File: src/ooo_defines.svh
`ifndef OOO_DEFINES_SVH
`define OOO_DEFINES_SVH

// datapath width.
`define XLEN      32

// register spaces.
`define ARCH_REGS 32
`define PHYS_REGS 64
`define PREG_W    6

// window sizes.
`define ROB_DEPTH 16
`define ROB_W     4
`define IQ_DEPTH  8

// execution lanes.
`define NUM_ALU   3

`endif

File: src/ooo_pkg.sv
`default_nettype none
`include "ooo_defines.svh"

package ooo_pkg;

    typedef enum logic [3:0] {
        ALU_ADD,
        ALU_SUB,
        ALU_AND,
        ALU_OR,
        ALU_XOR,
        ALU_SLL,
        ALU_SRL,
        ALU_SRA,
        ALU_SLT,
        ALU_SLTU,
        ALU_NOP
    } alu_op_t;

    // decoded instruction, still on architectural registers.
    typedef struct packed {
        alu_op_t          op;
        logic [4:0]       rs1;
        logic [4:0]       rs2;
        logic [4:0]       rd;
        logic             has_imm;
        logic [`XLEN-1:0] imm;
        logic             writes_rd;
    } uop_t;

    typedef struct packed {
        uop_t              uop;
        logic [`PREG_W-1:0] psrc1;
        logic [`PREG_W-1:0] psrc2;
        logic [`PREG_W-1:0] pdst;
        logic [`ROB_W-1:0]  rob_idx;
    } renamed_uop_t;

    // one alu lane; b already holds the immediate for op-imm forms.
    typedef struct packed {
        logic               valid;
        alu_op_t            op;
        logic [`XLEN-1:0]   a;
        logic [`XLEN-1:0]   b;
        logic [`PREG_W-1:0] pdst;
        logic [`ROB_W-1:0]  rob_idx;
        logic               writes_rd;
    } issue_pkt_t;

    typedef struct packed {
        logic               valid;
        logic [`PREG_W-1:0] pdst;
        logic [`ROB_W-1:0]  rob_idx;
        logic               writes_rd;
        logic [`XLEN-1:0]   value;
    } complete_t;

    typedef struct packed {
        logic             valid;
        logic [4:0]       rd;
        logic [`XLEN-1:0] value;
    } retire_t;

endpackage

`default_nettype wire

File: src/insn_decoder.sv
`timescale 1ns/1ns
`default_nettype none
`include "ooo_defines.svh"

module insn_decoder (
    input  wire [`XLEN-1:0] insn,
    output ooo_pkg::uop_t   uop
);
    import ooo_pkg::*;

    localparam logic [6:0] OPC_OP     = 7'b0110011;
    localparam logic [6:0] OPC_OP_IMM = 7'b0010011;

    logic [6:0] opcode;
    logic [2:0] funct3;
    logic [6:0] funct7;
    logic       is_op;
    logic       is_imm;
    logic       f7_zero;
    logic       f7_alt;
    logic       legal;
    logic       writes;
    alu_op_t    op;

    assign opcode  = insn[6:0];
    assign funct3  = insn[14:12];
    assign funct7  = insn[31:25];
    assign is_op   = (opcode == OPC_OP);
    assign is_imm  = (opcode == OPC_OP_IMM);
    assign f7_zero = (funct7 == 7'h00);
    assign f7_alt  = (funct7 == 7'h20);

    always_comb begin
        // non-shift immediates keep imm bits in funct7.
        legal = is_imm || f7_zero;
        case (funct3)
            3'b000: begin
                op    = (is_op && f7_alt) ? ALU_SUB : ALU_ADD;
                legal = is_imm || f7_zero || f7_alt;
            end
            3'b001: begin
                op    = ALU_SLL;
                legal = f7_zero;
            end
            3'b010: op = ALU_SLT;
            3'b011: op = ALU_SLTU;
            3'b100: op = ALU_XOR;
            3'b101: begin
                op    = f7_alt ? ALU_SRA : ALU_SRL;
                legal = f7_zero || f7_alt;
            end
            3'b110: op = ALU_OR;
            default: op = ALU_AND;
        endcase
    end

    // rd 0 and unknown opcodes turn into a nop on p0 sources.
    assign writes = (is_op || is_imm) && legal && (insn[11:7] != 5'd0);

    always_comb begin
        uop.op        = writes ? op : ALU_NOP;
        uop.rs1       = writes ? insn[19:15] : 5'd0;
        uop.rs2       = (writes && is_op) ? insn[24:20] : 5'd0;
        uop.rd        = insn[11:7];
        uop.has_imm   = is_imm;
        uop.writes_rd = writes;
        if (funct3 == 3'b001 || funct3 == 3'b101) begin
            uop.imm = {{(`XLEN-5){1'b0}}, insn[24:20]};
        end else begin
            uop.imm = {{(`XLEN-12){insn[31]}}, insn[31:20]};
        end
    end

endmodule

`default_nettype wire

File: config.mk
export PLATFORM = sky130hd
export DESIGN_NAME = insn_decoder
export DESIGN_NICKNAME = d
export VERILOG_FILES = /design/src/ooo_pkg.sv /design/src/insn_decoder.sv
export VERILOG_INCLUDE_DIRS = /design/src
export SDC_FILE = /design/constraint.sdc
export NUM_CORES = 1
export LEC_CHECK = 0
export BUFFER_PORTS_ARGS = -buffer_cell sky130_fd_sc_hd__buf_2
export CAP_MARGIN = 15
export CORE_UTILIZATION = 31
export DETAILED_ROUTE_END_ITERATION = 12
export PLACE_DENSITY_LB_ADDON = 0.05
export SYNTH_ARGS = -nofsm -noshare
export SYNTH_HDL_FRONTEND = slang
export SYNTH_SLANG_ARGS = --single-unit
File: constraint.sdc
create_clock -name vclk -period 1.95
set_input_delay 0.2925 -clock vclk [all_inputs]
set_output_delay 0.2925 -clock vclk [all_outputs]
set_load 0.1 [all_outputs]
Yosys cells after proc, flatten, opt, wreduce, memory -nomap -nowiden --
Cells that the tools add are included.
Cells by class: muxes and demuxes 8, reduce and logical (&&, ||, !) cells 12, equality and inequality tests 9
Operators with widths (count):
- $mux 32 | 1
- $pmux 4 s7 | 1
- $eq 7x6->1 const B | 2
- $mux 5 | 2
- $eq 3x3->1 const B | 3
- $eq 7x5->1 const B | 1
- $logic_not 7->1 | 1
- $eq 3x2->1 const B | 2
- $logic_or 1x1->1 | 5
- $reduce_bool 5->1 | 1
- $logic_and 1x1->1 | 4
- $mux 4 | 1
- $eq 3x1->1 const B | 1
- $logic_not 3->1 | 1
- $pmux 1 s3 | 1
- $mux 1 | 2
Word-level totals: register bits 0

Logic depth before layout (Yosys ltp) --
Gate-level depths: netlist (run 1).
depth after elaboration 8, gate-level depth with buffers 6

Worst setup path after synthesis (run 1) --
Ideal clock, no wire load.
path kind input to output, start point in insn[3], end point out uop[51] in the netlist's numbering, data arrival time 3965 ps, cell stages on the path 4, slack -2308 ps, cells stage by stage nor4b_2 > nand3_2 > or2_2 > nor4_1
RTL lines:
- start, declared | line insn_decoder.sv:6 | input wire [`XLEN-1:0] insn,
- end, declared | line insn_decoder.sv:7 | output ooo_pkg::uop_t uop

==> flow_summary.json, run 1 <==
{
  "status": "finished, violations left",
  "violations": "negative setup slack",
  "num_vias": 956,
  "yosysWarningCount": 0,
  "syn2layout_area_growth_pct": 195,
  "start_kind": "primary input",
  "gp_congestion": 0.797,
  "pre_cts_ws_ps": -292,
  "cp_slowest_stage_delay_ps": 510,
  "critPathMaxFanout": 3,
  "ir_drop_v": 0.000357,
  "syn_avg_cell_area_um2": 6.87,
  "finalMaxSlewViolations": 0,
  "placedCellCount": 169,
  "tightest_slew_ps": 505,
  "yosysSeqAreaShare": 0,
  "gr-total-overflow": 0,
  "fin_crit_ps": 2260,
  "num_rows": 15,
  "synthCells": 82,
  "rsz0062_at_grt": "yes",
  "drc": 0,
  "seq_cell_count": 0,
  "maxSlewHeadroom": 0.665,
  "p_total_uw": 662,
  "diodes": 0,
  "clkbuf_count": 0,
  "drive_above_1_share": 0.878,
  "holdWs_ps": 953,
  "hold_viol": 0,
  "io_pins": 85,
  "die_area_mm2": 0.00199,
  "cp_data_required_time_ps": 1660,
  "fin_ws_ps": -309,
  "worstPathCellList": "buf_2 -> nor2_1 -> nand3_2 -> or4_4 -> a211oi_4 -> buf_12",
  "drt_iter0_drc": 51,
  "fmax_ghz": 0.443,
  "die-width_um": 44.6,
  "grt_pass1_wl_um": 5150,
  "tns_ps": -2020,
  "initial_core_util": 0.330,
  "synth_nets": 114,
  "core-area_mm2": 0.00171,
  "grtUsageTotal": 0.360,
  "wirelength_um": 4110,
  "worstHoldPathType": "primary input to output pin",
  "vias_per_cell": 5.56,
  "grt_pass1_vias": 991,
  "dp_hpwl_um": 1990,
  "cp.arrival_ps": 1970,
  "antenna_found_initial": 0,
  "path_delay_family": "simple AND/OR/NAND/NOR gates",
  "post_drt_wl_per_cell_um": 23.9,
  "stdcell_count": 172,
  "synth.top_cell.area_share": 0.427,
  "p_per_area_mw_per_mm2": 398,
  "critPathKind": "primary input to output pin",
  "p_leak_uw": 0.000751,
  "antenna_left": 0,
  "yosys.cell_types.count": 23,
  "slowest_stage": "or4_4",
  "dr.pass1.iters": 4,
  "max-cap-violations": 0,
  "register_area_um2": 0,
  "cts_hold_buf": 0,
  "netlist_top_cells_area": "buf_4 (43%), and2_1 (14%), and3_1 (5.6%)",
  "worst-path-buf-inv": 2,
  "port_buffers": 85,
  "grt_max_degree": 22,
  "fin_nets": 181,
  "synth_area_um2": 563,
  "fin_crit_sh": 1.16,
  "final_common_cell": "buf_2",
  "final_cell_mix": "buf_2 (42), buf_12 (37), buf_6 (9), buf_4 (8)",
  "die_h_um": 44.6,
  "finalSetupViolCount": 13,
  "endpoint_kind": "output pin",
  "yosys.area.top_type": "buf_4"
}
worst paths after layout:
kind,depth (start not counted),startpoint,endpoint
worst max-delay path,6,insn[25],uop[49]
worst min-delay path,3,insn[5],uop[33]
synth_stat cells:
cell type and n:
buf_4 32, and2_1 13, nor2_1 7, and3_1 5, nand2_1 3, a21oi_1 2, nand3_1 2, nor4b_2 2
o21ai_0 2, a211oi_2 1, a21o_1 1, a41oi_1 1, clkbuf_1 1, inv_1 1, nand3_2 1, nor4_1 1
nor4_2 1, o211ai_1 1, or2_2 1, or3_1 1, or4_1 1, or4_4 1, xor2_1 1
cell type report:
class                      instances  area, um2
inverter                           1       3.75
timing repair buffer              98       1150
tap                               25       31.3
fill                              28       46.3
multi-input combinational         48        474
power breakdown:
part / leakage, uW / switching [uW] / internal (uW)
Clock: 0 / 0 / 0
Sequential: 0 / 0 / 0
Combinational: 0.000751 / 475 / 187
kinds of logic (layout without fill, tap and decap cells):
| logic type | Yosys count | after routing | share of synthesized area |
|---|---|---|---|
| buf+inv | 34 | 99 | 0.440 |
| simple gates | 39 | 39 | 0.444 |
| compound gates | 8 | 8 | 0.100 |
| xor+xnor | 1 | 1 | 0.0156 |
metal layers:
layer,wire length (um),GRT usage,vias to the layer above
li1,-,-,381
met1,1230,0.291,435
met2,2170,0.768,104
met3,404,0.0857,36
met4,306,0.176,0
met5,0,0,-
per-stage QoR:
step / utilization / cell area [um2]
2_1_floorplan: - / 618
3_3_place_gp: 0.863 / 1470
3_5_place_dp: 0.863 / 1470
4_1_cts: 0.947 / 1620
5_1_grt: 0.973 / 1660
6_report: 0.973 / 1660
what timing repair did:
item / CTS / global route
cloned: 0 / 0
setup buffers: 3 / 0
endpoints found under the setup margin: 13 / 15
resized for setup: 29 / 10
pin swaps: 10 / 9
No activity file was read; power rests on OpenSTA's default activity.
==> inputs of run 2 (changes only) <==
--- a/config.mk
+++ b/config.mk
@@ -7,7 +7,9 @@
 export NUM_CORES = 1
 export LEC_CHECK = 0
-export BUFFER_PORTS_ARGS = -buffer_cell sky130_fd_sc_hd__buf_2
+export BUFFER_PORTS_ARGS = -buffer_cell sky130_fd_sc_hd__buf_4
 export CAP_MARGIN = 15
-export CORE_UTILIZATION = 31
+export CELL_PAD_IN_SITES_DETAIL_PLACEMENT = 1
+export CELL_PAD_IN_SITES_GLOBAL_PLACEMENT = 1
+export CORE_UTILIZATION = 18
 export DETAILED_ROUTE_END_ITERATION = 12
 export PLACE_DENSITY_LB_ADDON = 0.05
==> constraint.sdc (replaced) <==
create_clock -name vclk -period 1.95
set_input_delay 0.39 -clock vclk [all_inputs]
set_output_delay 0.39 -clock vclk [all_outputs]
set_load 0.1 [all_outputs]
==> flow_summary.json, run 2 (same netlist as run 1, synthesis figures left out) <==
{
  "grt_max_degree": 22,
  "start_kind": "primary input",
  "dr.pass1.iters": 7,
  "status": "finished, violations left",
  "cp.arrival_ps": 1930,
  "finalSetupViolCount": 15,
  "finalMaxSlewViolations": 0,
  "tightest_slew_ps": 406,
  "critPathMaxFanout": 3,
  "final_cell_mix": "buf_4 (72), buf_6 (15), buf_12 (13), and2_1 (7), and2_4 (6)",
  "cp_slowest_stage_delay_ps": 510,
  "final_common_cell": "buf_4",
  "die-width_um": 57.9,
  "final_area_mm2": 0.00148,
  "fin_nets": 184,
  "grt_pass1_vias": 776,
  "clkbuf_count": 0,
  "worstHoldPathType": "primary input to output pin",
  "grtUsageTotal": 0.117,
  "placed_cell_area_mm2": 0.00122,
  "grt_pass1_wl_um": 3280,
  "dp_hpwl_um": 1780,
  "core-area_mm2": 0.00285,
  "tns_ps": -2490,
  "die_area_mm2": 0.00336,
  "io_pins": 85,
  "cts_hold_buf": 0,
  "p_total_uw": 584,
  "p_switching_uw": 436,
  "fin_crit_sh": 1.19,
  "p_clk_frac": 0,
  "hold_viol": 0,
  "p_per_area_mw_per_mm2": 393,
  "post_drt_wl_per_cell_um": 11.9,
  "wirelength_um": 2150,
  "worstPathCellList": "buf_8 -> nor4_4 -> nand3_1 -> or4_4 -> a211oi_4 -> buf_12",
  "path_delay_family": "simple AND/OR/NAND/NOR gates",
  "gr-total-overflow": 0,
  "seqPwrFrac": 0,
  "seq_cell_count": 0,
  "critPathKind": "primary input to output pin",
  "diodes": 0,
  "gp_congestion": 0.751,
  "num_rows": 19,
  "cp_data_required_time_ps": 1560,
  "slowest_stage": "or4_4",
  "fmax_ghz": 0.431,
  "fin_ws_ps": -368,
  "drt_iter0_drc": 21,
  "die_h_um": 57.9,
  "drive_above_1_share": 0.847,
  "violations": "design-rule violations, negative setup slack",
  "num_vias": 792,
  "post-route-util": 0.520,
  "syn2layout_area_growth_pct": 164,
  "worst-path-buf-inv": 2,
  "endpoint_kind": "output pin",
  "port_buffers": 85,
  "postCtsSetupBuffers": 0,
  "antenna_left": 0,
  "p_leak_uw": 0.000699,
  "register_area_um2": 0,
  "rsz0062_at_grt": "yes",
  "initial_core_util": 0.197,
  "drc": 7,
  "intPower_uw": 147,
  "antenna_found_initial": 0,
  "combPwrFrac": 1.000,
  "ir_drop_v": 0.000171,
  "n_fill_cell": 328,
  "vias_per_cell": 4.38,
  "fin_crit_ps": 2320,
  "max-cap-violations": 0,
  "sw_frac_of_total": 0.748,
  "pre_cts_ws_ps": -484,
  "maxSlewHeadroom": 0.729
}
-- run 2: cell types whose count changed in the layout (fill, tap and decap cells not counted), moves of 2 or more --
cell | before | now
buf_4 | 8 | 72
buf_2 | 42 | 0
buf_12 | 37 | 13
buf_6 | 9 | 15
nand3_2 | 3 | 1
-- run 2: stage by stage --
stage | hold WS, ps | instances
final | 1100 | 181
after global routing | 1100 | 181
after CTS | 1090 | 181
after detailed placement | 1120 | 181
after global placement | 1110 | 181
after floorplan | 897 | 82
-- run 2: cell type report --
cell class	count	area (um2)	area share
repair buffers	101	985	0.664
inverters	1	3.75	0.00253
multi-input cells	48	457	0.308
well taps	31	38.8	0.0261
-- run 2: worst paths after layout --
kind	end	cells after the start	slack, ps	start
setup / recovery	uop[49]	6	-370	insn[26]
hold / removal	uop[37]	2	1100	insn[10]
-- run 2: power groups by stage --
stage               Sequential [uW]  Combinational, uW  Clock, uW
global placement                  0                561          0
finish                            0                584          0
detailed placement                0                564          0
global route                      0                600          0
floorplan                         0                456          0
CTS                               0                578          0
-- run 2: per-layer routing --
| layer | GRT usage | wire length [um] | vias up | share of wire |
|---|---|---|---|---|
| li1 | - | - | 382 | - |
| met4 | 0.00680 | 0 | 0 | 0 |
| met1 | 0.143 | 807 | 353 | 0.38 |
| met2 | 0.228 | 1120 | 57 | 0.52 |
| met5 | 0 | 0 | - | 0 |
| met3 | 0.0134 | 224 | 0 | 0.10 |
-- run 2: timing repair --
item | CTS | global route
endpoints found under the setup margin | 15 | 21
gates resized for setup | 57 | 7
pin swaps | 21 | 5
==> inputs of run 3 (changes only) <==
Settings changed: ABC_AREA set to 1.
==> flow_summary.json, run 3 <==
{
  "fmax_ghz": 0.530,
  "yosys.cell_types.count": 17,
  "initial_core_util": 0.189,
  "hold_viol": 0,
  "grt_pass1_wl_um": 2800,
  "yosysSeqAreaShare": 0,
  "fin_crit_sh": 0.968,
  "dr.pass1.iters": 2,
  "grt_pass1_vias": 716,
  "grt_max_degree": 22,
  "finalSetupViolCount": 0,
  "grtUsageTotal": 0.0911,
  "yosys-top-cells-count": "buf_4 (32), nor2_1 (25), inv_1 (24), nand2_1 (9), nor2_2 (7)",
  "yosys.area.top_type": "buf_4",
  "placed_cell_area_mm2": 0.00122,
  "min-delay-start": "insn[10]",
  "n_fill_cell": 433,
  "p_total_uw": 555,
  "fin_nets": 210,
  "p_leak_uw": 0.000734,
  "drc": 0,
  "drt_iter0_drc": 14,
  "start_kind": "primary input",
  "dp_hpwl_um": 1740,
  "worstPathCellList": "buf_6 -> nor2_1 -> nand2_1 -> nor2_2 -> nand2_2 -> nand2_4 -> nand3_4 -> nor2_4 -> buf_12",
  "core-area_mm2": 0.00336,
  "synth_area_um2": 637,
  "drive_above_1_share": 0.705,
  "synth_xor_area_frac": 0,
  "wirelength_um": 2060,
  "cp_data_required_time_ps": 1560,
  "slowest_stage": "buf_12",
  "register_area_um2": 0,
  "antenna_found_initial": 0,
  "pre_cts_ws_ps": -54.1,
  "seq_cell_count": 0,
  "fin_crit_ps": 1890,
  "antenna_left": 0,
  "p_per_area_mw_per_mm2": 401,
  "critPathKind": "primary input to output pin",
  "syn_avg_cell_area_um2": 5.49,
  "num_vias": 829,
  "tightest_slew_ps": 428,
  "startpoint": "insn[26]",
  "endpoint_kind": "output pin",
  "status": "finished, final reports clean",
  "holdWs_ps": 1120,
  "post_drt_wl_per_cell_um": 9.28,
  "multi_input_area_um2": 432,
  "synthCells": 116,
  "synth_compound_area_frac": 0.0354,
  "synth.top_cell.area_share": 0.377,
  "final_common_cell": "buf_4",
  "clkbuf_count": 0,
  "num_rows": 21,
  "finalMaxSlewViolations": 0,
  "max-cap-violations": 0,
  "port_buffers": 85,
  "critPathMaxFanout": 5,
  "cts_hold_buf": 0,
  "worstHoldPathType": "primary input to output pin",
  "synthMuxAreaShare": 0,
  "fin_ws_ps": 62.8,
  "rsz0062_at_grt": "yes",
  "netlist_top_cells_area": "buf_4 (38%), nor2_1 (15%), inv_1 (14%)",
  "tns_ps": 0,
  "cp_slowest_stage_delay_ps": 180,
  "diodes": 0,
  "vias_per_cell": 3.73,
  "final_cell_mix": "buf_4 (76), inv_1 (22), nor2_4 (15), nor2_1 (13), buf_6 (10)",
  "cp.arrival_ps": 1500,
  "io_pins": 85,
  "synth-simple-area-share": 0.440,
  "die_area_mm2": 0.00378,
  "die-width_um": 61.5,
  "synthAdderAreaFrac": 0,
  "gp_congestion": 0.692,
  "yosysWarningCount": 0,
  "syn2layout_area_growth_pct": 117,
  "gr-total-overflow": 0,
  "synth_nets": 148,
  "endpoint": "uop[43]",
  "maxSlewHeadroom": 0.714,
  "final_area_mm2": 0.00138,
  "ir_drop_v": 0.0000896,
  "synth_top_family_by_area": "buffers and inverters",
  "die_h_um": 61.5,
  "synth_most_common_cell": "buf_4"
}
run 3: cell count changes after synthesis, moves of 2 or more:
cell,previous run,this run
nor2_1,7,25
nand3_1,2,5
and2_1,13,0
nor2_2,0,7
nor4b_2,2,0
and3_1,5,0
nand2_1,3,9
nand2_4,0,2
inv_1,1,24
run 3: routing by layer:
metal	wire (um)	vias up	global-route usage
li1	-	430	-
met1	827	353	0.114
met2	1010	46	0.177
met3	225	0	0.00840
met4	0	0	0
met5	0	-	0
run 3: worst min path at each step:
stage	endpoint	slack, ps	cells after the start
CTS	uop[2]	1120	2
floorplan	uop[39]	980	2
global route	uop[2]	1120	2
finish	uop[37]	1120	2
global placement	uop[5]	1110	2
detailed placement	uop[2]	1120	2
run 3: final cells by class:
class              instances  share of cell area
well taps                 46              0.0416
multi-input cells         59               0.312
repair buffers            92               0.577
inverters                 25              0.0696
run 3: report_power, final:
group | leakage (uW) | switching (uW) | internal (uW)
sequential | 0 | 0 | 0
combinational | 0.000734 | 432 | 123
clock | 0 | 0 | 0
total | 0.000734 | 432 | 123
run 3: logic make-up after synthesis:
logic type,Yosys count
buf+inv,57
simple gates,55
compound gates,4
run 3: stage by stage:
| stage | instances | util |
|---|---|---|
| 2_1_floorplan | 116 | - |
| 3_3_place_gp | 221 | 0.364 |
| 3_5_place_dp | 221 | 0.364 |
| 4_1_cts | 221 | 0.383 |
| 5_1_grt | 222 | 0.411 |
| 6_report | 222 | 0.411 |
run 3: worst max-delay path, delay by kind of cell:
kind	cells	cell delay, ps
buf+inv	2	270
simple gates	7	830
run 3: what timing repair did:
action	CTS	global route
hold endpoints to repair	0	0
endpoints found under the setup margin	13	35
pin swaps	0	11
gates resized for setup	17	22
buffers inserted	0	1
